===== src/logic/datapath_pkg.sv =====
`default_nettype none

package datapath_pkg;

    // one execution lane per issue slot
    localparam int NUM_SLOTS = 2;
    localparam int NUM_REGS = 32;
    localparam int DATA_W = 32;
    localparam int IMM_W = 16;
    // source a and source b for every slot
    localparam int NUM_RD_PORTS = 2 * NUM_SLOTS;

    typedef logic [DATA_W-1:0] word_t;
    // product, or hi in the upper half and lo in the lower half
    typedef logic [2*DATA_W-1:0] dword_t;
    typedef logic [$clog2(NUM_REGS)-1:0] reg_idx_t;
    typedef logic [IMM_W-1:0] imm_t;

    typedef enum logic [3:0] {
        OP_NOP,
        OP_ADD,
        OP_SUB,
        OP_AND,
        OP_OR,
        OP_XOR,
        OP_SLT,
        OP_ADDI,
        OP_MULT,
        OP_MADD,
        OP_MSUB,
        OP_MTHI,
        OP_MTLO,
        OP_MFHI,
        OP_MFLO
    } op_e;

    // pair split machine
    typedef enum logic {
        ISSUE_PAIR,
        ISSUE_SECOND
    } issue_state_e;

    // alu ops and hi/lo moves into a gpr
    function automatic logic op_writes_reg(op_e op);
        return op inside {OP_ADD, OP_SUB, OP_AND, OP_OR, OP_XOR, OP_SLT, OP_ADDI,
                          OP_MFHI, OP_MFLO};
    endfunction

endpackage

`default_nettype wire


===== src/logic/wb_if.sv =====
`default_nettype none

interface wb_if;
    import datapath_pkg::*;

    // one write port per slot, slot 1 is the younger one
    logic [NUM_SLOTS-1:0] wr_en;
    reg_idx_t wr_addr [NUM_SLOTS];
    word_t wr_data [NUM_SLOTS];
    // hi/lo as they stand once the pair in writeback is applied
    word_t hi;
    word_t lo;

    modport sender (output wr_en, wr_addr, wr_data, hi, lo);
    // register file only needs the write ports
    modport receiver (input wr_en, wr_addr, wr_data);
    // issue unit forwards gpr results and hi/lo
    modport fwd (input wr_en, wr_addr, wr_data, hi, lo);

endinterface

`default_nettype wire


===== src/logic/reg_file.sv =====
`default_nettype none

module reg_file (
    input  logic clk,
    input  logic reset,
    input  datapath_pkg::reg_idx_t i_rd_addr [datapath_pkg::NUM_RD_PORTS],
    output datapath_pkg::word_t o_rd_data [datapath_pkg::NUM_RD_PORTS],
    wb_if.receiver i_wb
);
    import datapath_pkg::*;

    word_t regs [NUM_REGS];

    // both ports in one edge, loop order lets slot 1 win on equal address
    always_ff @(posedge clk) begin
        if (reset) begin
            for (int r = 0; r < NUM_REGS; r++) begin
                regs[r] <= '0;
            end
        end else begin
            for (int s = 0; s < NUM_SLOTS; s++) begin
                // r0 is never written
                if (i_wb.wr_en[s] && i_wb.wr_addr[s] != '0) begin
                    regs[i_wb.wr_addr[s]] <= i_wb.wr_data[s];
                end
            end
        end
    end

    // asynchronous reads, r0 reads as zero
    always_comb begin
        for (int p = 0; p < NUM_RD_PORTS; p++) begin
            if (i_rd_addr[p] == '0) begin
                o_rd_data[p] = '0;
            end else begin
                o_rd_data[p] = regs[i_rd_addr[p]];
            end
        end
    end

endmodule

`default_nettype wire


===== src/flat_wrapper.sv =====
// flat-port wrapper written by rule: the top's interface ports become plain ports
module reg_file_flat import datapath_pkg::*;
  (clk, reset, i_rd_addr, o_rd_data, i_wb_wr_en, i_wb_wr_addr, i_wb_wr_data);
  wb_if i_wb_i ();
  input  logic clk;
  input  logic reset;
  input  datapath_pkg::reg_idx_t i_rd_addr[datapath_pkg::NUM_RD_PORTS];
  output datapath_pkg::word_t o_rd_data[datapath_pkg::NUM_RD_PORTS];
  input wire logic [$bits(i_wb_i.wr_en)-1:0] i_wb_wr_en;
  input wire logic [$bits(i_wb_i.wr_addr)-1:0] i_wb_wr_addr;
  input wire logic [$bits(i_wb_i.wr_data)-1:0] i_wb_wr_data;
  assign i_wb_i.wr_en = i_wb_wr_en;
  assign i_wb_i.wr_addr = {>>{i_wb_wr_addr}};
  assign i_wb_i.wr_data = {>>{i_wb_wr_data}};
  reg_file u_core (.clk(clk), .reset(reset), .i_rd_addr(i_rd_addr), .o_rd_data(o_rd_data), .i_wb(i_wb_i));
endmodule

===== config.mk =====
export PLATFORM = sky130hd
export DESIGN_NAME = reg_file_flat
export DESIGN_NICKNAME = d
export VERILOG_FILES = /design/src/logic/datapath_pkg.sv /design/src/logic/wb_if.sv /design/src/logic/reg_file.sv /design/src/flat_wrapper.sv
export SDC_FILE = /design/constraint.sdc
export NUM_CORES = 2
export LEC_CHECK = 0
export BUFFER_PORTS_ARGS = -buffer_cell sky130_fd_sc_hd__buf_2
export CAP_MARGIN = 15
export CORE_MARGIN = 4
export CORE_UTILIZATION = 30
export CTS_CLUSTER_SIZE = 16
export DETAILED_ROUTE_END_ITERATION = 8
export GPL_ROUTABILITY_DRIVEN = 0
export GPL_TIMING_DRIVEN = 0
export PLACE_DENSITY = 0.49
export SYNTH_ARGS = -nofsm -noshare
export SYNTH_HDL_FRONTEND = slang
export SYNTH_SLANG_ARGS = --single-unit

===== constraint.sdc =====
create_clock -name clk -period 2.54 [get_ports clk]
set_input_delay 0.254 -clock clk [delete_from_list [all_inputs] [get_ports clk]]
set_output_delay 0.254 -clock clk [all_outputs]
set_load 0.02 [all_outputs]

==> key figures <==
Power
  – Max VDD drop: 0.6240 mV
  – Logic gate share of total power: 0.271
  – Flop pwr share: 0.388
  – Leakage: 31.04 nW
  – Switching share of power: 0.3379
  – Cell Int Power: 0.03546 W
  – Design Power: 0.05356 W
  – Net load switching power: 0.01810 W
  – Clock share of power: 0.341
  – P per Cell Area: 570.1 nW/um2

Route
  – Pre-antenna DRT Iters: 7
  – WL final: 459700 um
  – 1st-iter DRT viols: 13.41k
  – WL per Instance: 49.96 um
  – Vias per cell: 7.368
  – Antenna Nets Post-Route: 0
  – # DRC: 0
  – Via count: 67.80k

STA
  – Final setup violation count: 376
  – Final Worst Setup Slack: -0.8928 ns
  – Slew HR: 0.09220
  – Max-slew violation count: 0
  – Fmax: 0.2913 GHz
  – Final hold vios: 0
  – Final Cycle Share: 1.351
  – Worst-margin pin slew: 1.362 ns
  – Period minus WS final: 3.433 ns
  – RSZ-0062 raised after global routing: yes

Flow run
  – Maxcap violations: 0

Logic synthesis
  – Seq/Total Area, Yosys: 0.4091
  – Top-area cell type share of the netlist area: 0.4091
  – Synth top area cells: edfxtp_1 41%, mux4_2 27%, a22o_1 12%, mux2i_1 3.4%, clkbuf_1 2.2%
  – Top-count cell post-synth: edfxtp_1
  – Top cells by count, synth: 1024 x edfxtp_1, 992 x a22o_1, 896 x mux4_2, 436 x clkbuf_1, 268 x buf_2
  – Largest area contributor in the netlist: edfxtp_1
  – Main synth FF type: edfxtp_1
  – YS warnings: 0
  – Yosys reg bits: 1024
  – Mapped Cells: 5229
  – Post-synth EDFFs: 1024
  – Distinct cells, synth: 44
  – Ys async rst share: 0
  – Syn avg cell area: 14.37 um2
  – Synth Cell Area: 75150 um2

Global route
  – Number of global-route vias before repair: 63.25k
  – Total track usage: 0.3432
  – Pin count of the biggest net entering global routing: 33
  – Grt ovf: 0
  – Antenna violations before repair: 19
  – First-pass GRT wire length: 594500 um

Placed design
  – Post-placement cell count: 8877
  – Port buffer count: 203
  – DP HPWL: 344100 um

Setup path
  – Worst path arrival time: 3.18 ns
  – Critical Path Start: u_core.regs[30][0]$_DFFE_PP_
  – CP Class: reg -> out
  – CP required: 2.29 ns
  – Worst Path Max Fanout: 4
  – Critical Path End Type: primary output
  – Crit start category: register

Clock network
  – Max clock buf depth: 3
  – CTS Sinks: 1024
  – Total CTS buffers: 115
  – Root Driver: clkbuf_16
  – CTS HTree Levels: 3
  – CTS tree: built
  – Clk slew on worst S/H paths: 0.07 ns

Die
  – IO Pins: 226
  – Initial core utilization: 0.3020
  – # rows: 183
  – Core area: 248900 um2
  – Die W: 508.5 um
  – Die height: 508.5 um
  – Die area: 258600 um2

Hold path
  – HP Start: i_wb_wr_data[43]
  – Hold WC Path Type: in -> reg
  – WHS Endpoint: u_core.regs[1][11]$_DFFE_PP_
  – Hold Crit Depth: 2

Status
  – Status: complete, but fails checks
  – Failing checks: negative setup slack

Finish
  – Fill count: 23.59k
  – Max reg flops: 1024
  – Post-Layout Cell Count: 9202
  – Syn-to-layout area delta: 25.00%
  – Most flops, register: u_core.regs
  – Layout net count: 5845
  – Share of layout cells above drive strength 1: 0.4779
  – Regs by FF count: u_core.regs x1024
-- final cells by class --
type	instances	area, um2	share of cell area
Multi-Input combinational cell	3424	46480	0.4948
Tap cell	3330	4167	0.04435
Inverter	4	15.01	0.0001598
Antenna cell	25	62.56	0.0006659
Buffer	803	4897	0.05213
Timing Repair Buffer	375	3714	0.03953
Clock buffer	137	3045	0.03242
Clock inverter	80	813.3	0.008657
Sequential cell	1024	30750	0.3273
-- per-layer routing --
| metal | GRT usage | vias up | share of wire |
|---|---|---|---|
| met3 | 0.1660 | 1740 | 0.16 |
| met4 | 0.2817 | 14 | 0.11 |
| met1 | 0.4203 | 34930 | 0.34 |
| li1 | - | 23830 | - |
| met2 | 0.4510 | 7285 | 0.38 |
| met5 | 0.0003704 | - | 0.00060 |
-- worst max-delay path by stage --
stage / endpoint / slack (ns) / cells past startpoint
floorplan: u_core.regs[8][0]$_DFFE_PP_ / 0.09 / 5
global placement: o_rd_data[50] / -2.73 / 8
detailed placement: o_rd_data[43] / -2.57 / 7
CTS: o_rd_data[18] / -0.53 / 6
global route: o_rd_data[32] / -0.82 / 4
finish: o_rd_data[32] / -0.89 / 4
-- per-stage QoR --
| stage | TNS (ns) | worst slack [ns] | cell area, um2 | utilization | hold WS (ns) |
|---|---|---|---|---|---|
| global route | -52.05 | -0.8155 | 93890 | 0.3772 | 0.001328 |
| global placement | -2359.58 | -2.734 | 80450 | 0.3232 | 0.7063 |
| CTS | -48.44 | -0.5270 | 92090 | 0.3700 | 0.0007710 |
| floorplan | 0 | 0.09316 | 75270 | - | 0.4561 |
| finish | -69.62 | -0.8928 | 93950 | 0.3775 | 0.02044 |
| detailed placement | -1267.41 | -2.566 | 81760 | 0.3285 | 0.7226 |
-- placed cells by master (no fill, tap or decap), types with 30 or more instances in the layout --
cell type and instances:
a211oi_4 102, a221oi_1 54, a221oi_2 35, a22o_1 992, a22oi_2 100, a311oi_2 56
a311oi_4 68, buf_12 40, buf_2 259, buf_4 202, buf_6 169, buf_8 40
clkbuf_1 294, clkbuf_16 119, clkbuf_2 80, clkbuf_4 55, clkinv_1 30, conb_1 32
dlygate4sd3_1 30, edfxtp_1 1024, mux2_2 83, mux2_4 45, mux2i_1 256, mux4_2 896
nand2_1 75, nor2_1 37, nor2b_1 46, nor2b_4 70, nor3_4 32, o21ai_1 104
o21ai_2 71, o21ai_4 39
-- power by group through the flow --
stage / clock network [W] / logic (W) / registers, W
floorplan: 0 / 0.00636 / 0.0206
global placement: 0 / 0.0111 / 0.0210
detailed placement: 0 / 0.0114 / 0.0210
CTS: 0.0180 / 0.0133 / 0.0207
global route: 0.0186 / 0.0144 / 0.0208
finish: 0.0183 / 0.0145 / 0.0208
-- critical path, stage by stage (launching register included) --
cell	delay (ns)
edfxtp_1	0.43
mux4_2	0.51
a22oi_2	0.89
a311oi_4	0.31
buf_6	0.22
-- what timing repair did --
item	in CTS	in global routing
hold buffers	29	1
pin swaps	221	132
gates resized for setup	1389	364
endpoints found under the setup margin	416	608
buffers inserted	24	33
endpoints found under the hold margin	17	1
-- cell families after synthesis --
logic type	share of synthesized area
AOI/OAI and AO/OA	0.1856
muxes	0.3218
DFF	0.4091
buffers and inverters	0.05081
and+or+nand+nor	0.03261
other	0.00004990
Power figures use the tool's default switching activity.
