### config.mk
export PLATFORM = sky130hd
export DESIGN_NAME = issue_unit_flat
export DESIGN_NICKNAME = d
export VERILOG_FILES = /design/src/logic/datapath_pkg.sv /design/src/logic/issue_if.sv /design/src/logic/wb_if.sv /design/src/logic/issue_unit.sv /design/src/flat_wrapper.sv
export SDC_FILE = /design/constraint.sdc
export NUM_CORES = 1
export LEC_CHECK = 0
export BUFFER_PORTS_ARGS = -buffer_cell sky130_fd_sc_hd__buf_4
export CAP_MARGIN = 25
export CORE_AREA = 2 2 211 213
export DETAILED_ROUTE_END_ITERATION = 12
export DIE_AREA = 0 0 213 215
export HOLD_SLACK_MARGIN = 0.12
export PLACE_DENSITY = 0.4
export REMOVE_ABC_BUFFERS = 1
export SLEW_MARGIN = 0
export SYNTH_ARGS = -nofsm -noshare
export SYNTH_HDL_FRONTEND = slang
export SYNTH_SLANG_ARGS = --single-unit
export TNS_END_PERCENT = 10
### constraint.sdc
create_clock -name clk -period 1.7 [get_ports clk]
set_input_delay 0.17 -clock clk [delete_from_list [all_inputs] [get_ports clk]]
set_output_delay 0.17 -clock clk [all_outputs]
set_load 0.02 [all_outputs]
### src/logic/datapath_pkg.sv
`default_nettype none

package datapath_pkg;

    // one execution lane per issue slot
    localparam int NUM_SLOTS = 2;
    localparam int NUM_REGS = 32;
    localparam int DATA_W = 32;
    localparam int IMM_W = 16;
    // source a and source b for every slot
    localparam int NUM_RD_PORTS = 2 * NUM_SLOTS;

    typedef logic [DATA_W-1:0] word_t;
    // product, or hi in the upper half and lo in the lower half
    typedef logic [2*DATA_W-1:0] dword_t;
    typedef logic [$clog2(NUM_REGS)-1:0] reg_idx_t;
    typedef logic [IMM_W-1:0] imm_t;

    typedef enum logic [3:0] {
        OP_NOP,
        OP_ADD,
        OP_SUB,
        OP_AND,
        OP_OR,
        OP_XOR,
        OP_SLT,
        OP_ADDI,
        OP_MULT,
        OP_MADD,
        OP_MSUB,
        OP_MTHI,
        OP_MTLO,
        OP_MFHI,
        OP_MFLO
    } op_e;

    // pair split machine
    typedef enum logic {
        ISSUE_PAIR,
        ISSUE_SECOND
    } issue_state_e;

    // alu ops and hi/lo moves into a gpr
    function automatic logic op_writes_reg(op_e op);
        return op inside {OP_ADD, OP_SUB, OP_AND, OP_OR, OP_XOR, OP_SLT, OP_ADDI,
                          OP_MFHI, OP_MFLO};
    endfunction

endpackage

`default_nettype wire

### src/logic/issue_if.sv
`default_nettype none

interface issue_if;
    import datapath_pkg::*;

    // one instruction, operands already read and forwarded
    logic valid;
    op_e op;
    reg_idx_t dst;
    word_t src_a_val;
    word_t src_b_val;
    // raw immediate, lane does the sign extension
    imm_t imm;

    modport sender (output valid, op, dst, src_a_val, src_b_val, imm);
    modport receiver (input valid, op, dst, src_a_val, src_b_val, imm);

endinterface

`default_nettype wire

### src/logic/wb_if.sv
`default_nettype none

interface wb_if;
    import datapath_pkg::*;

    // one write port per slot, slot 1 is the younger one
    logic [NUM_SLOTS-1:0] wr_en;
    reg_idx_t wr_addr [NUM_SLOTS];
    word_t wr_data [NUM_SLOTS];
    // hi/lo as they stand once the pair in writeback is applied
    word_t hi;
    word_t lo;

    modport sender (output wr_en, wr_addr, wr_data, hi, lo);
    // register file only needs the write ports
    modport receiver (input wr_en, wr_addr, wr_data);
    // issue unit forwards gpr results and hi/lo
    modport fwd (input wr_en, wr_addr, wr_data, hi, lo);

endinterface

`default_nettype wire

### src/logic/issue_unit.sv
`default_nettype none

module issue_unit (
    input  logic clk,
    input  logic reset,
    input  logic i_valid,
    output logic o_ready,
    input  datapath_pkg::op_e i_op [datapath_pkg::NUM_SLOTS],
    input  datapath_pkg::reg_idx_t i_dst [datapath_pkg::NUM_SLOTS],
    input  datapath_pkg::reg_idx_t i_src_a [datapath_pkg::NUM_SLOTS],
    input  datapath_pkg::reg_idx_t i_src_b [datapath_pkg::NUM_SLOTS],
    input  datapath_pkg::imm_t i_imm [datapath_pkg::NUM_SLOTS],
    output datapath_pkg::reg_idx_t o_rd_addr [datapath_pkg::NUM_RD_PORTS],
    input  datapath_pkg::word_t i_rd_data [datapath_pkg::NUM_RD_PORTS],
    wb_if.fwd i_wb,
    issue_if.sender o_iss0,
    issue_if.sender o_iss1
);
    import datapath_pkg::*;

    issue_state_e state_q;
    issue_state_e state_d;
    logic dep;
    logic [NUM_SLOTS-1:0] slot_go;
    reg_idx_t src [NUM_RD_PORTS];
    word_t opnd [NUM_RD_PORTS];

    // port 2s is source a of slot s, port 2s+1 source b
    always_comb begin
        for (int s = 0; s < NUM_SLOTS; s++) begin
            src[2*s] = i_src_a[s];
            src[2*s+1] = i_src_b[s];
        end
    end

    assign o_rd_addr = src;

    always_comb begin
        for (int p = 0; p < NUM_RD_PORTS; p++) begin
            opnd[p] = i_rd_data[p];
            // later slot overrides, so slot 1 has priority
            for (int s = 0; s < NUM_SLOTS; s++) begin
                if (i_wb.wr_en[s] && i_wb.wr_addr[s] == src[p] && src[p] != '0) begin
                    opnd[p] = i_wb.wr_data[s];
                end
            end
        end
        // hi/lo moves read the forwarded accumulator on source a
        for (int s = 0; s < NUM_SLOTS; s++) begin
            if (i_op[s] == OP_MFHI) begin
                opnd[2*s] = i_wb.hi;
            end else if (i_op[s] == OP_MFLO) begin
                opnd[2*s] = i_wb.lo;
            end
        end
    end

    // slot 1 needs the gpr that slot 0 is about to write
    assign dep = op_writes_reg(i_op[0]) && i_dst[0] != '0
        && (i_src_a[1] == i_dst[0] || i_src_b[1] == i_dst[0]);

    always_comb begin
        state_d = state_q;
        slot_go = '0;
        o_ready = 1'b1;
        case (state_q)
            ISSUE_PAIR: begin
                if (i_valid && dep) begin
                    // slot 0 alone, pair stays at the input
                    slot_go[0] = 1'b1;
                    o_ready = 1'b0;
                    state_d = ISSUE_SECOND;
                end else if (i_valid) begin
                    slot_go = '1;
                end
            end
            ISSUE_SECOND: begin
                // slot 0 is now on the writeback ports
                slot_go[1] = i_valid;
                if (i_valid) begin
                    state_d = ISSUE_PAIR;
                end
            end
            default: begin
                state_d = ISSUE_PAIR;
            end
        endcase
    end

    always_ff @(posedge clk) begin
        if (reset) begin
            state_q <= ISSUE_PAIR;
        end else begin
            state_q <= state_d;
        end
    end

    // lane 0 gets slot 0, lane 1 gets slot 1
    assign o_iss0.valid = slot_go[0];
    assign o_iss0.op = i_op[0];
    assign o_iss0.dst = i_dst[0];
    assign o_iss0.src_a_val = opnd[0];
    assign o_iss0.src_b_val = opnd[1];
    assign o_iss0.imm = i_imm[0];

    assign o_iss1.valid = slot_go[1];
    assign o_iss1.op = i_op[1];
    assign o_iss1.dst = i_dst[1];
    assign o_iss1.src_a_val = opnd[2];
    assign o_iss1.src_b_val = opnd[3];
    assign o_iss1.imm = i_imm[1];

endmodule

`default_nettype wire

### src/flat_wrapper.sv
// flat-port wrapper written by rule: the top's interface ports become plain ports
module issue_unit_flat import datapath_pkg::*;
  (clk, reset, i_valid, o_ready, i_op, i_dst, i_src_a, i_src_b, i_imm, o_rd_addr, i_rd_data, i_wb_wr_en, i_wb_wr_addr, i_wb_wr_data, i_wb_hi, i_wb_lo, o_iss0_valid, o_iss0_op, o_iss0_dst, o_iss0_src_a_val, o_iss0_src_b_val, o_iss0_imm, o_iss1_valid, o_iss1_op, o_iss1_dst, o_iss1_src_a_val, o_iss1_src_b_val, o_iss1_imm);
  wb_if i_wb_i ();
  issue_if o_iss0_i ();
  issue_if o_iss1_i ();
  input  logic clk;
  input  logic reset;
  input  logic i_valid;
  output logic o_ready;
  input  datapath_pkg::op_e i_op[datapath_pkg::NUM_SLOTS];
  input  datapath_pkg::reg_idx_t i_dst[datapath_pkg::NUM_SLOTS];
  input  datapath_pkg::reg_idx_t i_src_a[datapath_pkg::NUM_SLOTS];
  input  datapath_pkg::reg_idx_t i_src_b[datapath_pkg::NUM_SLOTS];
  input  datapath_pkg::imm_t i_imm[datapath_pkg::NUM_SLOTS];
  output datapath_pkg::reg_idx_t o_rd_addr[datapath_pkg::NUM_RD_PORTS];
  input  datapath_pkg::word_t i_rd_data[datapath_pkg::NUM_RD_PORTS];
  input wire logic [$bits(i_wb_i.wr_en)-1:0] i_wb_wr_en;
  input wire logic [$bits(i_wb_i.wr_addr)-1:0] i_wb_wr_addr;
  input wire logic [$bits(i_wb_i.wr_data)-1:0] i_wb_wr_data;
  input wire logic [$bits(i_wb_i.hi)-1:0] i_wb_hi;
  input wire logic [$bits(i_wb_i.lo)-1:0] i_wb_lo;
  output wire logic [$bits(o_iss0_i.valid)-1:0] o_iss0_valid;
  output wire logic [$bits(o_iss0_i.op)-1:0] o_iss0_op;
  output wire logic [$bits(o_iss0_i.dst)-1:0] o_iss0_dst;
  output wire logic [$bits(o_iss0_i.src_a_val)-1:0] o_iss0_src_a_val;
  output wire logic [$bits(o_iss0_i.src_b_val)-1:0] o_iss0_src_b_val;
  output wire logic [$bits(o_iss0_i.imm)-1:0] o_iss0_imm;
  output wire logic [$bits(o_iss1_i.valid)-1:0] o_iss1_valid;
  output wire logic [$bits(o_iss1_i.op)-1:0] o_iss1_op;
  output wire logic [$bits(o_iss1_i.dst)-1:0] o_iss1_dst;
  output wire logic [$bits(o_iss1_i.src_a_val)-1:0] o_iss1_src_a_val;
  output wire logic [$bits(o_iss1_i.src_b_val)-1:0] o_iss1_src_b_val;
  output wire logic [$bits(o_iss1_i.imm)-1:0] o_iss1_imm;
  assign i_wb_i.wr_en = i_wb_wr_en;
  assign i_wb_i.wr_addr = {>>{i_wb_wr_addr}};
  assign i_wb_i.wr_data = {>>{i_wb_wr_data}};
  assign i_wb_i.hi = i_wb_hi;
  assign i_wb_i.lo = i_wb_lo;
  assign o_iss0_valid = o_iss0_i.valid;
  assign o_iss0_op = o_iss0_i.op;
  assign o_iss0_dst = o_iss0_i.dst;
  assign o_iss0_src_a_val = o_iss0_i.src_a_val;
  assign o_iss0_src_b_val = o_iss0_i.src_b_val;
  assign o_iss0_imm = o_iss0_i.imm;
  assign o_iss1_valid = o_iss1_i.valid;
  assign o_iss1_op = o_iss1_i.op;
  assign o_iss1_dst = o_iss1_i.dst;
  assign o_iss1_src_a_val = o_iss1_i.src_a_val;
  assign o_iss1_src_b_val = o_iss1_i.src_b_val;
  assign o_iss1_imm = o_iss1_i.imm;
  issue_unit u_core (.clk(clk), .reset(reset), .i_valid(i_valid), .o_ready(o_ready), .i_op(i_op), .i_dst(i_dst), .i_src_a(i_src_a), .i_src_b(i_src_b), .i_imm(i_imm), .o_rd_addr(o_rd_addr), .i_rd_data(i_rd_data), .i_wb(i_wb_i), .o_iss0(o_iss0_i), .o_iss1(o_iss1_i));
endmodule
==> metrics.md <==
| Metric | Value |
|---|---|
| Remaining DRCs | 0 |
| Top cell type by total area after synthesis | mux2i_1 |
| Busiest grt layer | met2 |
| Final Cell Area | between 0.01 and 0.015 mm^2 |
| Area growth, synth to finish | 114% |
| Final max-slew violation count | 0 |
| Failing checks | setup timing |
| Worst setup path end | o_iss1_src_a_val[20] |
| Starting Density | between 10% and 20% |
| CORE AREA | 0.0436 mm^2 |
| CP top delay family | simple AND/OR/NAND/NOR gates |
| Met1 GRT Util | between 20% and 30% |
| Post-synth EDFFs | 0 |
| Max_slew headroom | 63.4% |
| Critical path arrival | ~2 ns |
| DR pass1 iterations | 5 |
| Clock Skews | 0 ns |
| Yosys Warn Count | 0 |
| Met2 Usage GRT | between 30% and 40% |
| Vias in the first global route | 8890 |
| Fraction of layout cells with a size suffix above 1 | a little under three fifths |
| Total Wirelength | 44600 um |
| Syn avg cell area | around 6.4 um^2 |
| Post-DP Area | around 0.010 mm^2 |
| Worst R2R Setup Slack | 0.57 ns |
| CP Data Required Time | between 1.5 and 2 ns |
| Avg WL per Cell | ~23 um |
| Post-synthesis sequential area ratio | less than 1% |
| Crit end category | output port |
| Crit-path cells | buf_6 > or4_4 > o211ai_1 > nor2_4 > buf_12 > buf_12 > mux2i_1 > a21oi_1 > buf_4 |
| #FFs+latches synth | 1 |
| IO Pins | 542 |
| Initial antenna violation count | 0 |
| Synth area leaders | mux2i_1 18%, buf_4 11%, o21ai_1 8.8%, xnor2_1 6.1%, a21oi_1 6.0% |
| Asr flop ratio synth | 0% |
| Cell variety after synth | 41 |
| Max-capacitance violation count | 0 |
| Buf/Inv on CP | 4 |
| Fin crit share | 130% |
| Die height | between 200 and 250 um |
| Tmin final | roughly 2.2 ns |
| Worst r2r path cells | 5 |
| Least-Margin Pin Slew | 0.549 ns |
| Global-route wire length before repair | between 60000 and 70000 um |
| Largest Register | u_core.state_q |
| Placer Congestion | 0.885 |
| Critical path class | in2out |
| Die area | between 0.04 and 0.05 mm^2 |
| 1st-iter DRT viols | 404 |
| Final Hold Fails | 0 |
| Hold Path Class | in2out |
| Vias | a little under 9k |
| Site row count | 77 |
| TNS Setup | -47.74 ns |
| Top Registers | u_core.state_q (1) |
| Synth Flop Type | dfxtp_1 |
| Critical path depth | 9 |
| Worst setup SP type | primary input |
| Gr ovfl total | 0 |
| Area share of the largest cell type after synthesis | between 15 and 20% |
| Final setup violation count | around 130 |
| RR Startpoint | u_core.state_q |
| CP max FO | 9 |
| FF-to-FF End | u_core.state_q |
| Gr usage total | a little under a fifth |
| Crit-path slowest cell | or4_4 |
| DP HPWL | roughly 35000 um |
| Die X-Extent | between 200 and 250 um |
| Largest net degree at the start of global routing | 32 |
| Max reg flops | 1 |
| Origin of the worst setup path | i_src_a[1] |
| Port buffer count | between 400 and 500 |
| Hold_buf cts | 0 |
| Worst-Skew Late Latency | 0 ns |
| LEAKAGE | approximately 4.7 nW |
| Post-Syn Instances | 829 |
| Vias per cell | about 4.5 |
| Maximum clock frequency | roughly 450 MHz |
| Layout Nets | around 1.7k |
| Post-DRT Antenna Nets | 0 |
| Worst vdd ir | about 0.13 mV |
| Final worst setup slack | -0.504 ns |
| Crit-path max cell delay | 0.55 ns |
| Status | finished with violations |
| Mapped cell area | ~0.0053 mm^2 |
| PD cells | between 200 and 300 mW/mm^2 |
| Cell repeated most along the worst path | buf_12 |
| M3 GR Usage | 4.72% |
| RSZ-0062 raised after global routing | yes |
## area by class of cell
cell class	instances	area, um^2
sequential	1	20.0
fill	4907	32200
antenna	1	2.50
inverter	34	128
tap	592	741
multi-input combinational	647	4920
timing repair buffer	643	5640
## metal layers
metal	wire, um	vias to the layer above
met2	20800	478
met4	1050	0
met3	3760	55
met1	18900	4135
met5	0	-
li1	-	4006
## cells by family after synthesis
| kind of cell | share of synthesized area (%) |
|---|---|
| mux | 18.2 |
| simple gates | 17.4 |
| xor+xnor | 8.36 |
| flops | 0.375 |
| compound gates | 36.6 |
| buf+inv | 19.1 |
## layout by cell type, fill, tap and decap left out, types with 7 or more instances in the layout
| cell | instances |
|---|---|
| buf_4 | 539 |
| mux2i_1 | 92 |
| o21ai_1 | 83 |
| nand2_1 | 63 |
| buf_6 | 55 |
| a21oi_1 | 53 |
| o21ai_0 | 52 |
| buf_12 | 39 |
| nor3_1 | 34 |
| inv_1 | 34 |
| a22oi_1 | 31 |
| a2bb2oi_1 | 29 |
| xnor2_1 | 25 |
| a211oi_2 | 22 |
| nor4_1 | 20 |
| o21ai_2 | 18 |
| xor2_1 | 14 |
| xnor2_2 | 12 |
| a21oi_2 | 10 |
| nor4_2 | 9 |
| nand4_1 | 8 |
| buf_8 | 7 |
## Yosys cell counts (all sizes together), types with 2 or more instances
library cell and count:
o21ai 156, buf 102, mux2i 96, nand2 66
a21oi 64, clkbuf 46, xnor2 37, nor4 35
inv 34, nor3 34, a211oi 31, a22oi 31
a2bb2oi 31, xor2 14, nand4 8, nor2 8
nor2b 6, or4 5, o211ai 4, o22ai 3
or2 3, and4b 2, nand3 2, nand4b 2
nor3b 2
## power by group
group | leakage [nW] | internal, W | switching [W]
clock network | 0.00000931 | 0.0000000000194 | 0
registers | 0.00806 | 0.0000243 | 0.000000661
logic | 4.70 | 0.00157 | 0.00161
total | 4.71 | 0.00159 | 0.00161
## worst min-delay path by stage
stage	slack [ns]	cells past startpoint	end	startpoint
after detailed placement	0.34	0	o_iss1_imm[14]	i_imm[14]
after global routing	0.34	0	o_iss1_imm[14]	i_imm[14]
final	0.34	0	o_iss1_imm[0]	i_imm[0]
after CTS	0.34	0	o_iss1_imm[14]	i_imm[14]
after global placement	0.34	0	o_iss1_imm[14]	i_imm[14]
after floorplan	0.30	1	u_core.state_q	i_valid
## per-stage QoR
step | cells | hold WS, ns | util (%) | setup WS [ns] | total power [W]
3_5_place_dp | 1893 | 0.340 | 23.6 | -0.870 | 0.00293
5_1_grt | 1917 | 0.340 | 26.2 | -0.583 | 0.00339
3_3_place_gp | 1893 | 0.340 | 23.6 | -0.856 | 0.00293
2_1_floorplan | 681 | 0.305 | - | -2.08 | 0.00104
6_report | 1918 | 0.340 | 26.2 | -0.504 | 0.00320
4_1_cts | 1910 | 0.340 | 24.9 | -0.510 | 0.00309
## what timing repair did
action,in CTS,in global routing
cloned,3,1
buffers inserted,14,6
pin swaps,26,37
endpoints found under the setup margin,130,130
gates resized for setup,84,108
(Power assumes the default switching activity.)
